[src/logic/rv_params.svh]
// RV64I front end parameters.
// Datapath widths, instruction buffer depth and the boot address.

`ifndef RV_PARAMS_SVH
`define RV_PARAMS_SVH

// data and pc width.
`define RV_XLEN        64
// raw instruction width.
`define RV_ILEN        32
// register index width.
`define RV_RIDX        5
// instruction buffer entries and the initial credit count.
`define RV_FIFO_DEPTH  4
// first fetch address.
`define RV_RESET_PC    64'h0000_0000_8000_0000

`endif

[src/logic/rv_pkg.sv]
// RV64I front end types.
// Shared vectors and enums for fetch, buffer and decode.

`include "rv_params.svh"

package rv_pkg;

  typedef logic [`RV_XLEN-1:0] xlen_t;
  typedef logic [`RV_ILEN-1:0] inst_t;
  typedef logic [`RV_RIDX-1:0] ridx_t;

  // counts 0 through the buffer depth.
  typedef logic [$clog2(`RV_FIFO_DEPTH + 1)-1:0] credit_t;

  // instruction format.
  typedef enum logic [2:0] {
    TYPE_NONE, TYPE_R, TYPE_I, TYPE_S, TYPE_B, TYPE_U, TYPE_J
  } inst_type_e;

  // operation class.
  typedef enum logic [4:0] {
    OP_ILLEGAL, OP_ALU_REG, OP_ALU_IMM, OP_ALU_REG_W, OP_ALU_IMM_W,
    OP_LUI, OP_AUIPC, OP_JAL, OP_JALR, OP_BRANCH, OP_LOAD, OP_STORE
  } inst_op_e;

  typedef enum logic {
    FETCH_IDLE,
    FETCH_WAIT_RESP
  } fetch_state_e;

endpackage

[src/logic/inst_fifo.sv]
// Instruction buffer.
// Circular FIFO of pc and instruction pairs, one credit back per pop.

`timescale 1ns/1ps
`include "rv_params.svh"

module inst_fifo
  import rv_pkg::*;
(
  input  logic   clk,
  input  logic   rst,
  input  logic   i_push_valid,
  input  xlen_t  i_push_pc,
  input  inst_t  i_push_inst,
  input  logic   i_pop,
  output logic   o_not_empty,
  output xlen_t  o_head_pc,
  output inst_t  o_head_inst,
  output logic   o_credit_ret
);

  localparam int               PTR_W    = $clog2(`RV_FIFO_DEPTH);
  localparam logic [PTR_W-1:0] LAST_IDX = PTR_W'(`RV_FIFO_DEPTH - 1);
  localparam credit_t          FULL_CNT = credit_t'(`RV_FIFO_DEPTH);

  xlen_t            pc_mem   [`RV_FIFO_DEPTH];
  inst_t            inst_mem [`RV_FIFO_DEPTH];
  logic [PTR_W-1:0] wr_ptr;
  logic [PTR_W-1:0] rd_ptr;
  credit_t          count;

  function automatic logic [PTR_W-1:0] ptr_inc(input logic [PTR_W-1:0] ptr);
    return (ptr == LAST_IDX) ? '0 : ptr + 1'b1;
  endfunction

  assign o_not_empty  = (count != '0);
  assign o_head_pc    = pc_mem[rd_ptr];
  assign o_head_inst  = inst_mem[rd_ptr];
  assign o_credit_ret = i_pop;

  always_ff @(posedge clk) begin
    if (i_push_valid) begin
      pc_mem[wr_ptr]   <= i_push_pc;
      inst_mem[wr_ptr] <= i_push_inst;
    end
  end

  always_ff @(posedge clk) begin
    if (rst) begin
      wr_ptr <= '0;
      rd_ptr <= '0;
      count  <= '0;
    end else begin
      if (i_push_valid) begin
        wr_ptr <= ptr_inc(wr_ptr);
      end
      if (i_pop) begin
        rd_ptr <= ptr_inc(rd_ptr);
      end
      count <= count + credit_t'(i_push_valid) - credit_t'(i_pop);
    end
  end

  // ---------------------------------------------------------------------------
  // the credit loop in fetch keeps pushes off a full buffer.
  a_no_overflow: assert property (@(posedge clk) disable iff (rst)
    i_push_valid |-> count != FULL_CNT);

  a_no_underflow: assert property (@(posedge clk) disable iff (rst)
    i_pop |-> count != '0);

endmodule

[config.mk]
export PLATFORM = sky130hd
export DESIGN_NAME = inst_fifo
export DESIGN_NICKNAME = d
export VERILOG_FILES = /design/src/logic/rv_pkg.sv /design/src/logic/inst_fifo.sv
export VERILOG_INCLUDE_DIRS = /design/src /design/src/logic
export SDC_FILE = /design/constraint.sdc
export NUM_CORES = 1
export LEC_CHECK = 0
export ABC_CLOCK_PERIOD_IN_PS = 9600
export BUFFER_PORTS_ARGS = -buffer_cell sky130_fd_sc_hd__buf_4
export CORE_AREA = 4 4 167 169
export CTS_BUF_LIST = sky130_fd_sc_hd__clkbuf_8
export DETAILED_ROUTE_END_ITERATION = 6
export DIE_AREA = 0 0 171 173
export PLACE_DENSITY_LB_ADDON = 0.12
export SLEW_MARGIN = 20
export SYNTH_ARGS = -nofsm -noshare
export SYNTH_HDL_FRONTEND = slang
export SYNTH_SLANG_ARGS = --single-unit
[constraint.sdc]
create_clock -name clk -period 9.6 [get_ports clk]
set_input_delay 0.48 -clock clk [delete_from_list [all_inputs] [get_ports clk]]
set_output_delay 0.48 -clock clk [all_outputs]
set_load 0.005 [all_outputs]
==> impl_metrics.csv, run 1 <==
group,metric,value,unit
clock_tree,postCtsSetupBuffers,0,
timing,skew,0.0150,ns
timing,tns,0,ns
timing,fmax,309,MHz
power_and_ir_drop,power.internal,2.72,mW
timing,hold_viol,0,
floorplan,start_util,0.538,
finish,drive_gt1_frac,0.453,
floorplan,die_w,171,um
detailed_routing,drc,0,
finish,syn2layout_area_growth,19.8,%
timing,fin_ws,6.36,ns
global_routing,grt_max_degree,56,
critical_path,critPathKind,"flip-flop to primary output",
placed_design,place_area,0.0161,mm2
synthesis,synth_simple_gate_area_frac,0.00578,
finish,design_area,0.0171,mm2
detailed_routing,num_vias,6379,
placed_design,place_congestion,0.730,
critical_path,crit_arrival,2.76,ns
clock_tree,cts_buffers,60,
clock_tree,cts_tree,"yes",
power_and_ir_drop,leakage,5.86,nW
timing,maxSlewViolCount,0,
synthesis,syn_area_per_cell,26.3,um2
power_and_ir_drop,power.switching,0.737,mW
critical_path,worstSetupEndpointType,"primary output",
power_and_ir_drop,p_clk_frac,0.334,
synthesis,syn_inst,544,
floorplan,dieArea,0.0296,mm2
global_routing,grt.total_usage,0.178,
synthesis,yosys.cell_types.count,20,
power_and_ir_drop,p_seq_frac,0.574,
critical_path,crit_fanout,51,
min_path,min_path_type,"input pin to flip-flop",
synthesis,synth.net_count,652,
global_routing,grt_antenna_before_repair,0,
detailed_routing,viasPerCell,5.44,
clock_tree,clock_latency,0.55,ns
critical_path,reg2reg_setup_slack,7.18,ns
detailed_routing,post_drt_wl_per_cell,22.3,um
floorplan,fp-row-count,60,
synthesis,synth-seq-cells,393,
power_and_ir_drop,max-vdd-ir-drop,0.110,mV
detailed_routing,wl,26100,um
detailed_routing,first_pass_iters,4,
synthesis,yosysWarnings,0,
run,drv_cap,0,
critical_path,endpoint,"o_head_inst[13]",
critical_path,start_kind,"flip-flop",
finish,nets,895,
status,outcome,"complete, no violations",
timing,tightest_slew,0.887,ns
timing,hold_ws,0.115,ns
clock_tree,clk_pin_slew,0.06,ns
floorplan,ios,198,
timing,slew-limit-headroom,0.409,
clock_tree,ctsHoldBuffers,0,
placed_design,dp_cells,1066,
placed_design,pre_cts_ws,6.90,ns
power_and_ir_drop,p_sw_frac,0.213,
timing,rsz0062_at_grt,"no",
placed_design,portBuffers,197,
detailed_routing,detail-route-antenna-nets,0,
synthesis,synth_top_family_by_area,"multiplexers",
clock_tree,cts_sinks,393,
synthesis,netlist_area,0.0143,mm2
floorplan,die_h,173,um
clock_tree,cts_resized,0,
floorplan,core_area,0.0266,mm2
critical_path,worstReg2RegStart,"wr_ptr[0]",
global_routing,grt_pass1_vias,7128,
critical_path,r2r_cells,4,
timing,finalCritPeriodShare,0.337,
global_routing,grt_pass1_wl,40300,um
global_routing,grt_overflow,0,
finish,fin_cells,1172,
timing,fin_crit,3.24,ns
critical_path,timing.rr.end,"pc_mem[2][12]",
clock_tree,cts.path.max_buffers,3,
placed_design,hpwl,15500,um
synthesis,synth-compound-area-share,0.000700,
critical_path,required,9.12,ns
clock_tree,ctsHtreeMaxLevel,2,
detailed_routing,dr.first_iter.drc_count,454,
timing,setup_viol,0,
synthesis,ys_seq_area_frac,0.819,
synthesis,synth_mux_area_frac,0.153,
power_and_ir_drop,p_comb_frac,0.093,
clock_tree,ctsRootBufferMaster,"clkbuf_8",
power_and_ir_drop,p_per_area,202,mW/mm2
synthesis,synthXorXnorAreaFrac,0.00158,
synthesis,synthAdderAreaFrac,0.00753,
layout make-up:
type | instances | area (um2)
multi-input cells | 123 | 2410
fillers | 1801 | 9450
repair buffers | 204 | 1530
flip-flops and latches | 393 | 11700
clock buffers | 61 | 840
inverters | 5 | 18.8
well taps | 341 | 427
diodes | 1 | 2.50
clock inverters | 44 | 174
Yosys cell counts:
cell type,instances,share of area
inv_1,5,0.0013
buf_12,1,0.0014
nor2b_1,1,0.00044
and2_1,4,0.0018
ha_1,7,0.0061
a21oi_1,2,0.00070
edfxtp_1,384,0.81
buf_6,5,0.0039
mux4_2,96,0.15
clkbuf_1,5,0.0013
fa_1,1,0.0014
xnor3_1,1,0.0016
nor2_1,4,0.0011
buf_2,11,0.0039
or3b_2,2,0.0012
dfxtp_1,9,0.013
or3_1,1,0.00044
nand2b_1,2,0.00088
mux2i_1,2,0.0014
buf_4,1,0.00053
critical path, stage by stage, from the launching register on:
cell	delay, ns
dfxtp_4	0.79
buf_4	0.75
mux4_2	0.44
buf_4	0.16
cell families after synthesis:
logic type / Yosys count
simple gates: 14
compound gates: 2
xor+xnor: 1
flops: 393
mux: 98
fa+ha+maj: 8
buf+inv: 28
sequential cells by signal, indices dropped and copies added, names as in the netlist, named ones only:
register and flops:
pc_mem 256, inst_mem 128, count 3, rd_ptr 2, wr_ptr 2
stage by stage:
step | total power [mW] | util
after floorplan | 2.18 | -
final | 3.46 | 0.644
after global placement | 2.34 | 0.606
after detailed placement | 2.35 | 0.606
after CTS | 3.51 | 0.644
after global routing | 3.62 | 0.644
cells in the final DEF (no fill, tap or decap):
master,count
diode_2,1
buf_4,204
mux2i_1,2
nor2_1,4
inv_1,26
or3b_2,2
mux4_2,96
dfxtp_1,7
clkinv_2,7
and2_4,4
nand2b_1,2
dfxtp_4,2
fa_1,1
a21oi_1,2
ha_1,7
nor2b_1,1
clkinv_1,16
clkbuf_8,61
or3_1,1
edfxtp_1,384
xnor3_1,1
layer usage:
layer,share of wire,vias to the layer above,GRT usage
li1,-,2836,-
met1,0.40,3308,0.233
met2,0.51,204,0.295
met3,0.076,31,0.0567
met4,0.012,0,0.0416
met5,0,-,0
worst min path at each step:
stage / endpoint / depth (start not counted) / from / slack, ns
2_1_floorplan: flip-flop / 2 / rd_ptr[0] / 0.47
3_3_place_gp: wr_ptr[0] / 2 / wr_ptr[0] / 0.50
3_5_place_dp: flip-flop / 2 / rd_ptr[0] / 0.51
4_1_cts: pc_mem[3][40] / 1 / i_push_pc[40] / 0.07
5_1_grt: pc_mem[3][61] / 1 / i_push_pc[61] / 0.07
6_report: pc_mem[0][40] / 1 / i_push_pc[40] / 0.12
power groups by stage:
stage / clock network, mW / registers [mW] / logic [mW]
final: 1.16 / 1.99 / 0.321
after CTS: 1.19 / 1.99 / 0.330
after floorplan: 0 / 2.01 / 0.164
after detailed placement: 0 / 2.02 / 0.328
after global routing: 1.28 / 1.99 / 0.349
after global placement: 0 / 2.02 / 0.322
Power figures use the tool's default switching activity.
==> inputs of run 2 (changes only) <==
--- a/config.mk
+++ b/config.mk
@@ -6,7 +6,7 @@
 export SDC_FILE = /design/constraint.sdc
 export NUM_CORES = 1
 export LEC_CHECK = 0
-export ABC_CLOCK_PERIOD_IN_PS = 9600
+export ABC_CLOCK_PERIOD_IN_PS = 3280
 export BUFFER_PORTS_ARGS = -buffer_cell sky130_fd_sc_hd__buf_4
 export CORE_AREA = 4 4 167 169
 export CTS_BUF_LIST = sky130_fd_sc_hd__clkbuf_8
==> constraint.sdc (replaced) <==
create_clock -name clk -period 3.28 [get_ports clk]
set_input_delay 0.164 -clock clk [delete_from_list [all_inputs] [get_ports clk]]
set_output_delay 0.164 -clock clk [all_outputs]
set_load 0.005 [all_outputs]
==> run 2 against run 1 <==
Setup slack worse by 5.6 ns. Critical path type unchanged. Final cell count is 8.9% higher. Hold slack better by 0.20 ns. Die area stayed put. Sequential power grew to 2.9 times the previous value. Wire length is 7.4% higher. Flip-flop and latch count stayed put.
==> impl_metrics.csv, run 2 (same netlist as run 1, synthesis figures left out) <==
group,metric,value,unit
placed_design,portBuffers,197,
timing,fin_crit,2.52,ns
detailed_routing,drc,0,
placed_design,place_congestion,0.716,
global_routing,grt.total_usage,0.193,
clock_tree,cts_resized,0,
floorplan,die_w,171,um
finish,drive_gt1_frac,0.411,
critical_path,crit_family,"flip-flops",
floorplan,core_area,0.0266,mm2
detailed_routing,post_drt_wl_per_cell,22.0,um
clock_tree,cts_sinks,393,
timing,tightest_slew,0.746,ns
critical_path,path_buf_inv,2,
timing,fmax,397,MHz
detailed_routing,dr.first_iter.drc_count,411,
detailed_routing,viasPerCell,5.42,
global_routing,grt_antenna_before_repair,2,
critical_path,critPathKind,"flip-flop to primary output",
finish,fillers,1708,
timing,skew,0.0153,ns
finish,top_register,"pc_mem",
detailed_routing,detail-route-antenna-nets,0,
finish,largest_reg_flops,256,
critical_path,crit_arrival,2.36,ns
status,outcome,"complete, no violations",
timing,maxSlewViolCount,0,
timing,hold_ws,0.320,ns
run,drv_cap,0,
clock_tree,ctsHtreeMaxLevel,2,
timing,tns,0,ns
detailed_routing,first_pass_iters,5,
timing,slew-limit-headroom,0.502,
timing,finalCritPeriodShare,0.769,
critical_path,critPathMaxStageDelay,0.63,ns
critical_path,crit_slowest_cell,"dfxtp_4",
floorplan,dieArea,0.0296,mm2
power_and_ir_drop,p_per_area,566,mW/mm2
critical_path,crit_fanout,39,
floorplan,ios,198,
power_and_ir_drop,max-vdd-ir-drop,0.349,mV
clock_tree,cts.path.max_buffers,3,
global_routing,grt_overflow,0,
floorplan,fp-row-count,60,
floorplan,start_util,0.538,
min_path,min_path_type,"input pin to flip-flop",
finish,nets,1000,
finish,syn2layout_area_growth,27.8,%
critical_path,worstSetupEndpointType,"primary output",
timing,hold_viol,0,
global_routing,grt_pass1_vias,7843,
detailed_routing,num_vias,6915,
critical_path,crit_chain,"buf_12, mux4_2, buf_4",
global_routing,grt_pass1_wl,43800,um
placed_design,hpwl,16500,um
critical_path,start_kind,"flip-flop",
finish,reg_top3,"pc_mem: 256 flops, inst_mem: 128 flops, count: 3 flops",
clock_tree,cts_tree,"yes",
clock_tree,cts_buffers,60,
global_routing,grt_max_degree,53,
detailed_routing,wl,28000,um
floorplan,die_h,173,um
power_and_ir_drop,leakage,6.33,nW
finish,final_common_cell,"edfxtp_1",
finish,finish.utilization,0.688,
timing,setup_viol,0,
clock_tree,ctsRootBufferMaster,"clkbuf_8",
critical_path,required,3.12,ns
finish,final_cell_mix,"384 x edfxtp_1, 203 x buf_4, 99 x dlygate4sd3_1",
timing,rsz0062_at_grt,"no",
clock_tree,clk_pin_slew,0.06,ns
clock_tree,clock_latency,0.57,ns
## run 2: cell count changes in the layout (fill, tap and decap cells not counted)
cell | before | now
clkinvlp_4 | 0 | 2
buf_12 | 0 | 7
clkinv_2 | 7 | 5
clkinv_1 | 16 | 12
buf_4 | 204 | 203
inv_1 | 26 | 27
dlygate4sd3_1 | 0 | 99
clkbuf_8 | 61 | 63
## run 2: final timing paths
path	slack, ns	start	cells past startpoint	end
setup / recovery	0.76	flip-flop	3	o_head_pc[12]
hold / removal	0.32	i_push_pc[8]	2	pc_mem[0][8]
setup reg to reg	1.37	wr_ptr[0]	4	pc_mem[2][10]
hold reg to reg	0.51	rd_ptr[0]	2	flip-flop
## run 2: area by class of cell
class                   instances  area (um2)  area share
clock buffers                  63         867      0.0475
well taps                     341         427      0.0234
inverters                       5        18.8     0.00103
repair buffers                309        2660       0.145
multi-input cells             123        2410       0.132
flip-flops and latches        393       11700       0.641
diodes                          1        2.50    0.000137
clock inverters                41         168     0.00918
## run 2: per-layer routing
layer / share of wire / wire length [um] / up-vias / track usage
met3: 0.073 / 2040 / 41 / 0.0535
met1: 0.39 / 10800 / 3595 / 0.250
met2: 0.52 / 14700 / 242 / 0.327
met4: 0.016 / 458 / 2 / 0.0502
met5: 0.00029 / 8 / - / 0
li1: - / - / 3035 / -
## run 2: repair_timing
item	CTS	global route
buffers inserted	0	0
hold buffers	99	0
setup endpoints to repair	0	0
endpoints found under the hold margin	393	0
## run 2: worst register-to-register path, delay by kind of cell, from the launching register on
family	cells	cell delay, ns
buffers and inverters	2	0.49
adder cells (fa/ha/maj)	1	0.15
AND/OR/NAND/NOR	1	0.62
flip-flops	1	0.35
## run 2: report_power, final
part / switching (mW) / internal [mW] / total, mW
Combinational: 0.443 / 0.622 / 1.07
Clock: 1.71 / 1.75 / 3.46
Sequential: 0.0787 / 5.74 / 5.82
Total: 2.23 / 8.11 / 10.3
## run 2: through the flow
step                      instances  power [mW]  worst slack, ns  instance area (um2)
after CTS                      1275        10.5            0.645                18300
after global placement         1072        6.86             1.29                16200
after global routing           1276        10.8            0.561                18300
after detailed placement       1072        6.90             1.28                16200
final                          1276        10.3            0.759                18300
after floorplan                 544        6.37           0.0550                14300
