==> config.mk <==
export PLATFORM = sky130hd
export DESIGN_NAME = fetch_unit
export DESIGN_NICKNAME = d
export VERILOG_FILES = /design/src/logic/rv_pkg.sv /design/src/logic/fetch_unit.sv
export VERILOG_INCLUDE_DIRS = /design/src /design/src/logic
export SDC_FILE = /design/constraint.sdc
export NUM_CORES = 1
export LEC_CHECK = 0
export ABC_AREA = 1
export BUFFER_PORTS_ARGS = -buffer_cell sky130_fd_sc_hd__buf_4
export CAP_MARGIN = 15
export CORE_ASPECT_RATIO = 0.75
export CORE_MARGIN = 10
export CORE_UTILIZATION = 33
export DETAILED_ROUTE_END_ITERATION = 10
export PLACE_DENSITY = 0.7
export SLEW_MARGIN = 20
export SYNTH_ARGS = -nofsm -noshare
export SYNTH_HDL_FRONTEND = slang
export SYNTH_SLANG_ARGS = --single-unit
==> constraint.sdc <==
create_clock -name clk -period 1.7 [get_ports clk]
set_clock_uncertainty 0.05 [all_clocks]
set_input_delay 0.17 -clock clk [delete_from_list [all_inputs] [get_ports clk]]
set_output_delay 0.17 -clock clk [all_outputs]
set_load 0.01 [all_outputs]
==> src/logic/rv_params.svh <==
// RV64I front end parameters.
// Datapath widths, instruction buffer depth and the boot address.

`ifndef RV_PARAMS_SVH
`define RV_PARAMS_SVH

// data and pc width.
`define RV_XLEN        64
// raw instruction width.
`define RV_ILEN        32
// register index width.
`define RV_RIDX        5
// instruction buffer entries and the initial credit count.
`define RV_FIFO_DEPTH  4
// first fetch address.
`define RV_RESET_PC    64'h0000_0000_8000_0000

`endif

==> src/logic/rv_pkg.sv <==
// RV64I front end types.
// Shared vectors and enums for fetch, buffer and decode.

`include "rv_params.svh"

package rv_pkg;

  typedef logic [`RV_XLEN-1:0] xlen_t;
  typedef logic [`RV_ILEN-1:0] inst_t;
  typedef logic [`RV_RIDX-1:0] ridx_t;

  // counts 0 through the buffer depth.
  typedef logic [$clog2(`RV_FIFO_DEPTH + 1)-1:0] credit_t;

  // instruction format.
  typedef enum logic [2:0] {
    TYPE_NONE, TYPE_R, TYPE_I, TYPE_S, TYPE_B, TYPE_U, TYPE_J
  } inst_type_e;

  // operation class.
  typedef enum logic [4:0] {
    OP_ILLEGAL, OP_ALU_REG, OP_ALU_IMM, OP_ALU_REG_W, OP_ALU_IMM_W,
    OP_LUI, OP_AUIPC, OP_JAL, OP_JALR, OP_BRANCH, OP_LOAD, OP_STORE
  } inst_op_e;

  typedef enum logic {
    FETCH_IDLE,
    FETCH_WAIT_RESP
  } fetch_state_e;

endpackage

==> src/logic/fetch_unit.sv <==
// Fetch unit.
// Steps the pc, reads instruction memory and pushes words under credit control.

`timescale 1ns/1ps
`include "rv_params.svh"

module fetch_unit
  import rv_pkg::*;
(
  input  logic   clk,
  input  logic   rst,
  input  logic   i_credit_ret,
  output logic   o_imem_req,
  output xlen_t  o_imem_addr,
  input  inst_t  i_imem_rdata,
  output logic   o_push_valid,
  output xlen_t  o_push_pc,
  output inst_t  o_push_inst
);

  fetch_state_e state;
  credit_t      credit;
  xlen_t        pc;
  logic         credit_avail;

  // a credit returned this cycle is usable for the next request.
  assign credit_avail = (credit != '0) || i_credit_ret;

  assign o_imem_addr  = pc;
  assign o_push_valid = (state == FETCH_WAIT_RESP);
  assign o_push_pc    = pc;
  assign o_push_inst  = i_imem_rdata;

  always_ff @(posedge clk) begin
    if (rst) begin
      state      <= FETCH_IDLE;
      o_imem_req <= 1'b0;
      credit     <= credit_t'(`RV_FIFO_DEPTH);
      pc         <= `RV_RESET_PC;
    end else begin
      credit <= credit - credit_t'(o_imem_req) + credit_t'(i_credit_ret);
      case (state)
        FETCH_IDLE: begin
          if (o_imem_req) begin
            o_imem_req <= 1'b0;
            state      <= FETCH_WAIT_RESP;
          end else begin
            o_imem_req <= credit_avail;
          end
        end
        FETCH_WAIT_RESP: begin
          // the word is pushed on the response cycle.
          pc         <= pc + xlen_t'(4);
          state      <= FETCH_IDLE;
          o_imem_req <= credit_avail;
        end
        default: state <= FETCH_IDLE;
      endcase
    end
  end

  // buffer must never hand back more credits than it has slots.
  a_credit_bound: assert property (@(posedge clk) disable iff (rst)
    credit <= credit_t'(`RV_FIFO_DEPTH));

endmodule

==> flow_results.org, run 1 <==
** Status
- Run status :: finished clean

** Route
- For this block, the via count after detailed routing is 4802.
- Wire length per cell after detailed routing :: 14.9 um
- Wire length the detailed router placed on met1 :: just over 7000 um
- Antenna Nets Post-Route :: 0
- Max Used Layer :: met4
- The first detailed-routing pass ran for 4 iterations.
- The detailed router finished its first iteration with between 300 and 400 violations.
- The final layout contains routed wiring with a total length of roughly 15000 um.
- Number of remaining DRC errors :: 0
- Dividing the detail-routed via count by the number of cells gives 4.72.
- Wire segments on met3 add up to 1490 um in the final route.
- Met2 WL post-DR :: around 6400 um

** Setup path
- Slowest stage delay, CP :: 0.34 ns
- In this run the critical register-to-register path is launched from o_imem_addr[2]$_SDFFE_PP0P_.
- Crit start category :: flip-flop
- Walking the worst path, the cells encountered are buf_6 -> nand3_2 -> nor2_4 -> nand2_4 -> nor2_4 -> nand4_1 -> nand2_1 -> nand2_1 -> nor2_2.
- Endpoint of the worst register-to-register path :: o_imem_addr[29]$_SDFFE_PP0P_
- For the worst setup path, the data required time is 1.92 ns.
- The worst register-to-register path has a depth of 9.
- Cell family contributing the most delay on the critical path :: simple AND/OR/NAND/NOR gates
- Of all nets on the critical path, the largest fanout is 5.
- At the worst endpoint, the arrival time is about 1.8 ns.
- Element type at the critical path end :: flip-flop
- The worst register-to-register path has a setup slack of 0.11 ns.
- Number of buffers and inverters on the critical path :: 1
- Critical-path cell with the highest stage delay :: sky130_fd_sc_hd__dfxtp_2
- The setup path with the least slack is of type reg2reg.

** Min path
- Terminating pin of the worst hold path :: o_imem_req$_SDFF_PP0_
- Hold Path Depth :: 3
- The worst hold path begins at i_credit_ret.
- The tightest min-delay check is of the in2reg type.

** Cells and area
- Layout cell share with drive strength beyond 1 :: between 30% and 40%
- Fillers :: 1485
- The repair_antennas step left the layout with diodes totalling 0.
- Area growth from synthesis to final layout :: 29.8%
- At the end of the flow, the number of nets in the layout was 877.
- For this run, the number of standard cells in the final layout without fillers is 1018.
- Once layout is complete, the utilization of the core stands at 43.7%.

** Synthesis
- The Yosys step of the flow raised 0 warnings.
- Syn Inst Count :: 731
- Counting flops and latches in the post-synthesis netlist gives 67.
- Ranked by instance count, the synthesized netlist is headed by 172 x sky130_fd_sc_hd__nand2_1, 153 x sky130_fd_sc_hd__nor2_1, 99 x sky130_fd_sc_hd__buf_4.
- Fraction of post-synthesis cell area in the top cell type by area :: 29.1%
- In the post-synthesis netlist, the biggest area contributors are sky130_fd_sc_hd__dfxtp_1 29%, sky130_fd_sc_hd__buf_4 16%, sky130_fd_sc_hd__nand2_1 14%.
- sky130_fd_sc_hd__nand2_1 is the most common cell in the netlist.
- Yosys top cell by area :: sky130_fd_sc_hd__dfxtp_1
- Number of enable flip-flop cells after synthesis :: 0
- In the synthesized netlist the dominant register cell turns out to be sky130_fd_sc_hd__dfxtp_1.
- Of all flip-flops after synthesis, the portion carrying an async set or reset was 0%.
- Number of different library cells in the post-synthesis netlist :: 30
- Average cell area after synthesis :: 6.31 um2
- The mapped netlist covers 0.00461 mm2.
- Register area share after synthesis :: 29.1%

** Floorplanning
- Measured along the y axis, the die boundary spans roughly 120 um.
- DIE AREA :: about 0.019 mm2
- Ports placed on the boundary :: 197
- Std-Cell Core Area :: 0.0137 mm2
- The initial utilization of the core area, before any placement, comes to 33.7%.
- Width of the die :: 157 um
- Placement Rows :: 37

** Timing
- Final Max Slew Viols :: 0
- Hold slack :: 0.00804 ns
- Max Freq :: 0.629 GHz
- Summed over all failing endpoints, the final setup total negative slack is 0 ns.
- Min Clock Period, post-route :: around 1.6 ns
- The final count of hold timing violations is 0.
- The worst path uses 93.6% of the clock period.
- Final setup violation count :: 0

** Global routing
- Total GRT Usage :: between 10% and 20%
- Entering global routing, the biggest net connects 32 pins.
- After global routing the overflow that remains totals 0.
- The first global-routing pass estimated 23600 um of wire.
- Number of global-route vias before repair :: between 4000 and 5000
- The number of antenna violations at the first check in global routing came to 0.

** Placed design
- Routability-driven placement congestion ratio :: 0.943
- The count of buffers added on input and output ports is between 100 and 150.
- In this run, placement finished with an instance count of 999.
- After legalization and detailed placement, the total HPWL measured approximately 12000 um.

** Pwr
- Areal power density over the cells :: 624 mW/mm2
- IR analysis of the VDD net gives a maximum drop of 0.000474 V.
- Summed over all cells, the static leakage comes to between 2 and 3 nW.

** Clock tree
- The H-tree generated during clock tree synthesis spans 3 levels.
- TritonCTS built the clock tree.
- In this run, post-CTS hold repair placed 0 buffers.
- Clock tree synthesis found a total of 67 sinks.
- TritonCTS created 9 clock buffers.
- Cell at the root of the clock tree :: sky130_fd_sc_hd__clkbuf_16
- Clock-pin slew was measured on the worst setup and hold paths at 0.05 ns.
- The longest clock path from root to sink contains 2 buffers.
- Clk Latency, worst-skew pair :: ~0.34 ns

** Run
- Max Cap Violations :: 0
==> worst register-to-register path: stages (launching register included) <==
cell	delay (ns)
sky130_fd_sc_hd__dfxtp_2	0.34
sky130_fd_sc_hd__buf_6	0.11
sky130_fd_sc_hd__nand3_2	0.10
sky130_fd_sc_hd__nor2_4	0.21
sky130_fd_sc_hd__nand2_4	0.10
sky130_fd_sc_hd__nor2_4	0.12
sky130_fd_sc_hd__nand4_1	0.22
sky130_fd_sc_hd__nand2_1	0.13
sky130_fd_sc_hd__nand2_1	0.07
sky130_fd_sc_hd__nor2_2	0.09
==> sequential cells by signal, summed over array words and instances, names as in the netlist <==
signal        cells
o_imem_req        1
o_push_valid      1
credit            3
o_imem_addr      62
==> cells in the final DEF, fill, tap and decap left out, types with 17 or more instances in the layout <==
| master | count |
|---|---|
| sky130_fd_sc_hd__nor2_1 | 139 |
| sky130_fd_sc_hd__nor2_4 | 17 |
| sky130_fd_sc_hd__dfxtp_1 | 51 |
| sky130_fd_sc_hd__buf_4 | 199 |
| sky130_fd_sc_hd__inv_1 | 61 |
| sky130_fd_sc_hd__a21oi_1 | 34 |
| sky130_fd_sc_hd__nand4_1 | 18 |
| sky130_fd_sc_hd__nand3_1 | 40 |
| sky130_fd_sc_hd__nand2_1 | 167 |
==> per-layer routing <==
metal | global-route usage (%) | vias to the layer above
li1 | - | 2419
met1 | 21.0 | 2165
met2 | 23.1 | 195
met3 | 4.93 | 23
met4 | 4.18 | 0
met5 | 0 | -
==> cell type report <==
| cell class | instances | area [um2] | share of cell area (%) |
|---|---|---|---|
| flip-flops and latches | 67 | 1360 | 22.7 |
| multi-input cells | 497 | 2390 | 40.0 |
| well taps | 175 | 219 | 3.65 |
| clock inverters | 2 | 10.0 | 0.167 |
| repair buffers | 200 | 1510 | 25.1 |
| inverters | 63 | 236 | 3.95 |
| clock buffers | 14 | 264 | 4.41 |
==> where the power goes <==
group          switching [W]  internal (W)
combinational       0.000178      0.000146
clock               0.000682       0.00106
sequential         0.0000484       0.00162
total               0.000908       0.00283
==> kinds of logic after synthesis <==
| kind of cell | share of synthesized area, % |
|---|---|
| AND/OR/NAND/NOR | 40.2 |
| buffers and inverters | 21.9 |
| other | 0.0813 |
| AO/OA/AOI/OAI | 6.13 |
| XOR/XNOR | 1.33 |
| flip-flops | 29.1 |
| adder cells (fa/ha/maj) | 1.25 |
==> metrics by stage <==
| step | setup WS (ns) | total power, W | instance area (um2) |
|---|---|---|---|
| final | 0.109 | 0.00374 | 5990 |
| after global routing | -0.0103 | 0.00388 | 5990 |
| after CTS | 0.00693 | 0.00374 | 5830 |
| after detailed placement | 0.00207 | 0.00202 | 5550 |
| after global placement | 0.00499 | 0.00200 | 5550 |
| after floorplan | 0.0925 | 0.00198 | 4630 |
==> worst max-delay path by stage <==
stage                     cells after the start  slack [ns]                    startpoint                      endpoint
after detailed placement                      7       0.002  o_imem_addr[24]$_SDFFE_PP0P_  o_imem_addr[33]$_SDFFE_PP0P_
final                                         9        0.11   o_imem_addr[2]$_SDFFE_PP0P_  o_imem_addr[29]$_SDFFE_PP0P_
after global routing                          8       -0.01   o_imem_addr[2]$_SDFFE_PP0P_  o_imem_addr[31]$_SDFFE_PP1P_
after CTS                                     8       0.007  o_imem_addr[35]$_SDFFE_PP0P_  o_imem_addr[60]$_SDFFE_PP0P_
after floorplan                              10        0.09   o_imem_addr[2]$_SDFFE_PP0P_  o_imem_addr[54]$_SDFFE_PP0P_
after global placement                        9       0.005  o_imem_addr[35]$_SDFFE_PP0P_  o_imem_addr[53]$_SDFFE_PP0P_
==> timing repair <==
item                       CTS  global route
setup endpoints to repair    3            45
pin swaps                    0             7
setup buffers                0             3
resized for setup            2            50
(Power assumes the default switching activity.)
==> run 2: changes to the inputs <==
RECOVER_POWER = 100   (was not set)
==> flow_results.org, run 2 (synthesis gave the netlist of run 1 again) <==
** Status
- Run status :: finished clean

** Pwr
- The relative contribution of the clock network to total power was 46.7% (about the same).
- Areal power density over the cells :: 670 mW/mm2 (+7.3%)
- Tot Pwr :: 0.00374 W (about the same)
- Switching power :: 0.000911 W (+0.29%)
- Fraction of power spent switching nets :: 24.3% (+0.065 points)
- Internal Power :: 0.00283 W (about the same)
- Gate power share :: 8.6% (about the same)
- Flop pwr share :: 44.7% (about the same)
- Static Leakage :: 2.18 nW (-17%)
- Worst vdd rail ir drop :: 0.000478 V (+0.93%)

** Floorplanning
- The floorplan row count is 37 (unchanged).
- Std-Cell Core Area :: 0.0137 mm2 (unchanged)
- Width of the die :: 157 um (unchanged)
- Die outline height :: 122 um (unchanged)
- DIE AREA :: 0.0192 mm2 (unchanged)
- The I/O pin count is 197 (unchanged).
- Initial standard-cell utilization of the core :: 33.7% (unchanged)

** Setup path
- The worst setup path is launched from a flip-flop.
- Category of the critical setup timing path :: reg2reg
- Top fanout value on the critical path :: 5 (unchanged)
- The worst setup path is captured at a flip-flop.
- The required time of the critical path was 1.87 ns (-0.05 ns).
- The data arrival time of the critical path is 1.77 ns (-0.04 ns).

** Cells and area
- The number of inserted filler cells in the final layout is 1571 (+5.8%).
- The library cell used most frequently in the layout, excluding fill and tap cells, is sky130_fd_sc_hd__nand2_1.
- The share of layout cells above drive strength 1 is 20.5% (-13 points).
- Final layout net count :: 877 (unchanged)
- The library cells used most frequently in the layout, excluding fill and tap cells, are 167 x sky130_fd_sc_hd__nand2_1, 139 x sky130_fd_sc_hd__nor2_1, 110 x sky130_fd_sc_hd__clkbuf_1.
- Number of flip-flops in the largest register :: 62 (unchanged)
- Area growth from synthesis to final layout :: 21.1%
- The total inserted antenna cells came to 0 (unchanged).

** Clock tree
- Longest Clk Path Bufs :: 2 (unchanged)
- Clk Latency, worst-skew pair :: 0.34 ns (about the same)
- Number of levels the H-tree was split into :: 3 (unchanged)
- The total clock sinks came to 67 (unchanged).
- Cell at the root of the clock tree :: sky130_fd_sc_hd__clkbuf_16
- TritonCTS built the clock tree.
- Hold buffers post-CTS :: 0 (unchanged)
- Clock transition time at the flip-flop clock pins of the worst setup and hold paths :: 0.05 ns (about the same)
- Num CTS Buffers :: 9 (unchanged)

** Timing
- Max Freq :: 0.628 GHz (about the same)
- Min Clock Period, post-route :: 1.59 ns (+0.00135 ns)
- Final Hold Viols :: 0 (unchanged)
- The worst-case setup margin in the final layout was 0.108 ns (-0.00135 ns).
- Final Max Slew Viols :: 0 (unchanged)
- Fin crit share :: 93.7% (about the same)
- Final setup violation count :: 0 (unchanged)

** Global routing
- GRT overflow :: 0 (unchanged)
- Largest net degree at the start of global routing :: 32 (unchanged)
- Number of global-route vias before repair :: 4547 (unchanged)
- The wire length of the first global-routing pass is 23600 um (unchanged).
- The number of antenna violations at the first check in global routing was 0 (unchanged).
- The combined global-route utilization of all metal layers came to 15.5% (unchanged).

** Route
- The first-pass detailed-route iteration total is 5 (+1).
- The wire length per cell is 14.9 um (+0.54%).
- The via count came to 4799 (-0.062%).
- Number of remaining DRC errors :: 0 (unchanged)
- Antenna Nets Post-Route :: 0 (unchanged)
- Total length of routed met3 wires :: 1630 um (+9.5%)
- Max Used Layer :: met4
- Final routed wirelength across all metal layers :: 15200 um (+0.54%)
- Met2 WL post-DR :: 6320 um (-0.75%)
- Wire length the detailed router placed on met1 :: 7050 um (about the same)
- Number of design-rule violations left by the first detailed-router iteration :: 351 (+7.3%)
- Vias per inst :: 4.71 (about the same)

** Min path
- The worst hold path belongs to the class in2reg.

** Run
- The max-capacitance violation count is 0 (unchanged).

** Placed design
- The worst slack at placement is 0.00207 ns (unchanged).
- The post-DP HPWL came to 12400 um (unchanged).
- Number of input and output port buffers inserted :: 128 (unchanged)
- The global placer's final weighted congestion is 0.943 (unchanged).
==> run 2: cell types whose count changed in the layout (fill, tap and decap cells not counted), sizes merged <==
cell    previous run  this run
buf              200        91
clkbuf            14       123
==> run 2: layout make-up <==
cell class / instances / area [um2] / area share [%]
inverter: 63 / 236 / 4.23
multi-input combinational: 497 / 2390 / 42.9
clock inverter: 2 / 10.0 / 0.179
sequential: 67 / 1360 / 24.3
tap: 175 / 219 / 3.92
clock buffer: 14 / 264 / 4.73
timing repair buffer: 200 / 1100 / 19.8
==> run 2: per-layer routing <==
metal,up-vias,global-route usage (%)
li1,2417,-
met1,2161,21.0
met2,198,23.1
met3,23,4.93
met4,0,4.18
met5,-,0
==> run 2: stage by stage <==
stage / setup TNS [ns] / cell area, um2 / std cells / utilization, % / hold WS, ns
3_3_place_gp: 0 / 5550 / 999 / 40.5 / 0.290
6_report: 0 / 5590 / 1018 / 40.8 / 0.00747
2_1_floorplan: 0 / 4630 / 734 / - / 0.240
5_1_grt: -0.0299 / 5590 / 1018 / 40.8 / 0.0230
3_5_place_dp: 0 / 5550 / 999 / 40.5 / 0.290
4_1_cts: 0 / 5830 / 1015 / 42.5 / 0.00721
==> run 2: critical path: stages (launching register included) <==
cell                      delay, ns
sky130_fd_sc_hd__dfxtp_2       0.34
sky130_fd_sc_hd__buf_6         0.11
sky130_fd_sc_hd__nand3_2       0.10
sky130_fd_sc_hd__nor2_4        0.21
sky130_fd_sc_hd__buf_4         0.14
sky130_fd_sc_hd__nand3_1       0.14
sky130_fd_sc_hd__inv_1         0.11
sky130_fd_sc_hd__nand2_1       0.10
sky130_fd_sc_hd__xor2_1        0.14
sky130_fd_sc_hd__nor2_1        0.05
==> run 2: timing repair <==
| action | CTS | global route |
|---|---|---|
| buffers inserted | 0 | 3 |
| gates resized for setup | 2 | 50 |
| pin swaps | 0 | 7 |
| cloned | 0 | 0 |
| endpoints found under the setup margin | 3 | 45 |
==> run 2: final timing paths <==
path	cells after the start	start	to	slack (ns)
worst max-delay path	9	o_imem_addr[2]$_SDFFE_PP0P_	o_imem_addr[27]$_SDFFE_PP0P_	0.11
worst min-delay path	3	i_credit_ret	o_imem_req$_SDFF_PP0_	0.007
worst max register to register	9	o_imem_addr[2]$_SDFFE_PP0P_	o_imem_addr[27]$_SDFFE_PP0P_	0.11
worst min register to register	2	credit[0]$_SDFF_PP0_	o_imem_req$_SDFF_PP0_	0.41
==> run 2: power by group through the flow <==
stage / Combinational (W) / Clock, W / Sequential [W]
2_1_floorplan: 0.000289 / 0 / 0.00169
5_1_grt: 0.000379 / 0.00182 / 0.00168
3_5_place_dp: 0.000320 / 0 / 0.00170
3_3_place_gp: 0.000304 / 0 / 0.00169
6_report: 0.000323 / 0.00175 / 0.00167
4_1_cts: 0.000322 / 0.00176 / 0.00166
==> run 3: changes to the inputs <==
clock period = 1.8 ns   (was 1.7 ns; I/O delays follow)
==> flow_results.org, run 3 (synthesis gave the netlist of run 1 again) <==
** Route
- The first-pass detailed-route iteration total was 5 (unchanged).
- The remaining number of nets flagged by the antenna check after routing is 0 (unchanged).
- Vias per inst :: 4.77 (+1.1%)
- Wire length per cell after detailed routing :: 14.9 um (-0.43%)
- The number of DRC markers in iteration 0 came to 333 (-5.1%).
- Number of remaining DRC errors :: 0 (unchanged)
- Final routed wirelength across all metal layers :: 14700 um (-3.5%)
- The via count was 4705 (-2.0%).

** Clock tree
- The H-tree depth is 3 (unchanged).
- Cell at the root of the clock tree :: sky130_fd_sc_hd__clkbuf_16
- Number of clock sinks :: 67 (unchanged)
- Clk Latency, worst-skew pair :: 0.34 ns (about the same)
- The clock-pin transition on the worst setup and hold timing paths was 0.05 ns (about the same).
- TritonCTS built the clock tree.
- Num CTS Buffers :: 9 (unchanged)
- Longest Clk Path Bufs :: 2 (unchanged)

** Setup path
- Traced cell by cell, the critical path runs through ha_2 -> nand3_1 -> nor3_4 -> nand2_1 -> inv_2 -> nand2_1 -> xor2_1 -> nor2_1.
- Top fanout value on the critical path :: 5 (unchanged)
- The most numerous cell type found on the critical path is sky130_fd_sc_hd__nand2_1.
- The worst setup path is of the reg2reg kind.
- The sum of buffers and inverters on the critical path is 1 (-2).
- Cell family contributing the most delay on the critical path :: simple AND/OR/NAND/NOR gates
- Reg2Reg Launch Point :: o_imem_addr[3]$_SDFFE_PP0P_
- Crit start category :: flip-flop
- Number of cells on the worst reg-to-reg path :: 8 (-1)
- The required time of the critical path is 1.97 ns (+0.10 ns).
- Slowest stage delay, CP :: 0.37 ns (+0.03 ns)
- Endpoint of the worst register-to-register path :: o_imem_addr[28]$_SDFFE_PP0P_
- Critical-path cell with the highest stage delay :: sky130_fd_sc_hd__dfxtp_1
- Element type at the critical path end :: flip-flop
- Reg-to-reg slack, setup :: 0.1 ns (about the same)
- Crit path arrival time :: 1.87 ns (+0.10 ns)

** Timing
- Fin crit share :: 94.6% (+0.91 points)
- Post-route setup TNS :: 0 ns (unchanged)
- The final number of max-transition violations is 0 (unchanged).
- The highest achievable clock rate was 0.587 GHz (-6.5%).
- Min Clock Period, post-route :: 1.70 ns (+0.110 ns)
- RSZ-0062 raised after global routing :: yes
- The final count of hold timing violations was 0 (unchanged).
- Final setup violation count :: 0 (unchanged)

** Run
- Max Cap Violations :: 0 (unchanged)

** Global routing
- First-pass GRT wire length :: 23300 um (-1.3%)
- The final global-route overflow total came to 0 (unchanged).
- The combined global-route utilization of all metal layers is 15.2% (-0.28 points).
- The maximum number of pins on one net before global-route repair is 52 (+63%).
- Number of global-route vias before repair :: 4431 (-2.6%)
- Initial antenna violation count :: 0 (unchanged)

** Cells and area
- Fillers :: 1493 (-5.0%)
- The area growth from synthesis to layout is 23.8%.
- Layout cell share with drive strength beyond 1 :: 27.8% (+7.3 points)
- Most common library cell in the layout ignoring fill and taps :: sky130_fd_sc_hd__nand2_1
- Antenna fix cells :: 0 (unchanged)
- Final layout net count :: 847 (-3.4%)
- Number of flip-flops in the largest register :: 62 (unchanged)
- Top library cells by usage in the layout, fill and taps aside :: 169 x sky130_fd_sc_hd__nand2_1, 160 x sky130_fd_sc_hd__buf_4, 145 x sky130_fd_sc_hd__nor2_1

** Floorplanning
- Width of the die :: 157 um (unchanged)
- DIE AREA :: 0.0192 mm2 (unchanged)
- Initial standard-cell utilization of the core :: 33.7% (unchanged)
- The floorplan row count was 37 (unchanged).
- Std-Cell Core Area :: 0.0137 mm2 (unchanged)
- The floorplan die height came to 122 um (unchanged).
- Ports placed on the boundary :: 197 (unchanged)

** Pwr
- The cell area power density is 641 mW/mm2 (-4.3%).
- Worst vdd rail ir drop :: 0.000484 V (+1.1%)
- The static leakage power came to 2.42 nW (+11%).
- Tot Pwr :: 0.00366 W (-2.1%)

** Placed design
- Detail Placement HPWL :: 11700 um (-5.5%)
- Routability-driven placement congestion ratio :: 0.901 (-4.4%)
- The number of buffer cells added on primary ports is 128 (unchanged).

** Min path
- In this run the worst hold path is classified as in2reg.
- Terminating pin of the worst hold path :: o_imem_req$_SDFF_PP0_
- The number of instances on the worst hold path was 3 (unchanged).
- In this run the most critical hold path is launched from i_credit_ret.

** Status
- The run finished with clean final reports.
## run 3: cell count changes in the layout (fill, tap and decap cells not counted), moves of 2 or more
cell                       delta
sky130_fd_sc_hd__buf_12       +2
sky130_fd_sc_hd__buf_4       +70
sky130_fd_sc_hd__clkbuf_1   -100
sky130_fd_sc_hd__clkbuf_4     -2
sky130_fd_sc_hd__dfxtp_1      +7
sky130_fd_sc_hd__dfxtp_2      -7
sky130_fd_sc_hd__nand2_1      +2
sky130_fd_sc_hd__nand2_4      -2
sky130_fd_sc_hd__nor2_1       +6
sky130_fd_sc_hd__nor2_2       -3
sky130_fd_sc_hd__nor2_4       -3
## run 3: how the worst max path moves through the flow
stage / to / cells past startpoint / from
floorplan: o_imem_addr[54]$_SDFFE_PP0P_ / 10 / o_imem_addr[2]$_SDFFE_PP0P_
global placement: o_imem_addr[56]$_SDFFE_PP0P_ / 8 / o_imem_addr[2]$_SDFFE_PP0P_
detailed placement: o_imem_addr[56]$_SDFFE_PP0P_ / 8 / o_imem_addr[2]$_SDFFE_PP0P_
CTS: o_imem_addr[59]$_SDFFE_PP0P_ / 9 / o_imem_addr[11]$_SDFFE_PP0P_
global route: o_imem_addr[34]$_SDFFE_PP0P_ / 11 / o_imem_addr[3]$_SDFFE_PP0P_
finish: o_imem_addr[28]$_SDFFE_PP0P_ / 8 / o_imem_addr[3]$_SDFFE_PP0P_
## run 3: metal layers
layer	part of all wire, %	routed length, um	global-route usage [%]	up-vias
met1	48	7040	20.8	2141
met4	0.65	95	3.24	0
met3	9.5	1390	5.07	11
met2	42	6150	22.7	186
met5	0	0	0	-
li1	-	-	-	2367
## run 3: final cells by class
type / instances / area [um2] / area share [%]
timing repair buffer: 170 / 1270 / 22.2
multi-input combinational: 497 / 2340 / 41.0
sequential: 67 / 1350 / 23.6
clock inverter: 2 / 35.0 / 0.613
tap: 175 / 219 / 3.83
inverter: 63 / 236 / 4.14
clock buffer: 13 / 260 / 4.55
## run 3: through the flow
stage	util, %	setup WS [ns]	cell area (um2)	hold WS [ns]	std cells
after floorplan	-	0.192	4630	0.250	734
after CTS	41.2	0.0734	5640	0.0195	983
final	41.7	0.0975	5710	0.0253	987
after global routing	41.7	-0.0229	5710	0.0435	987
after global placement	39.0	0.0743	5340	0.310	968
after detailed placement	39.0	0.0204	5340	0.310	968
## run 3: tightest hold or removal path: stages
cell,delay (ns)
sky130_fd_sc_hd__buf_4,0.08
sky130_fd_sc_hd__nor4_1,0.04
sky130_fd_sc_hd__nor2_1,0.07
## run 3: where the power goes
part,total (W),internal (W),switching [W]
clock network,0.00179,0.00114,0.000647
registers,0.00157,0.00153,0.0000419
logic,0.000305,0.000136,0.000169
## run 3: what timing repair did
item | 4_1_cts | 5_1_grt
buffers inserted | 0 | 4
setup endpoints to repair | 1 | 35
hold endpoints to repair | 0 | 0
pin swaps | 0 | 4
hold buffers | 0 | 0
resized for setup | 1 | 31
gates cloned | 0 | 0
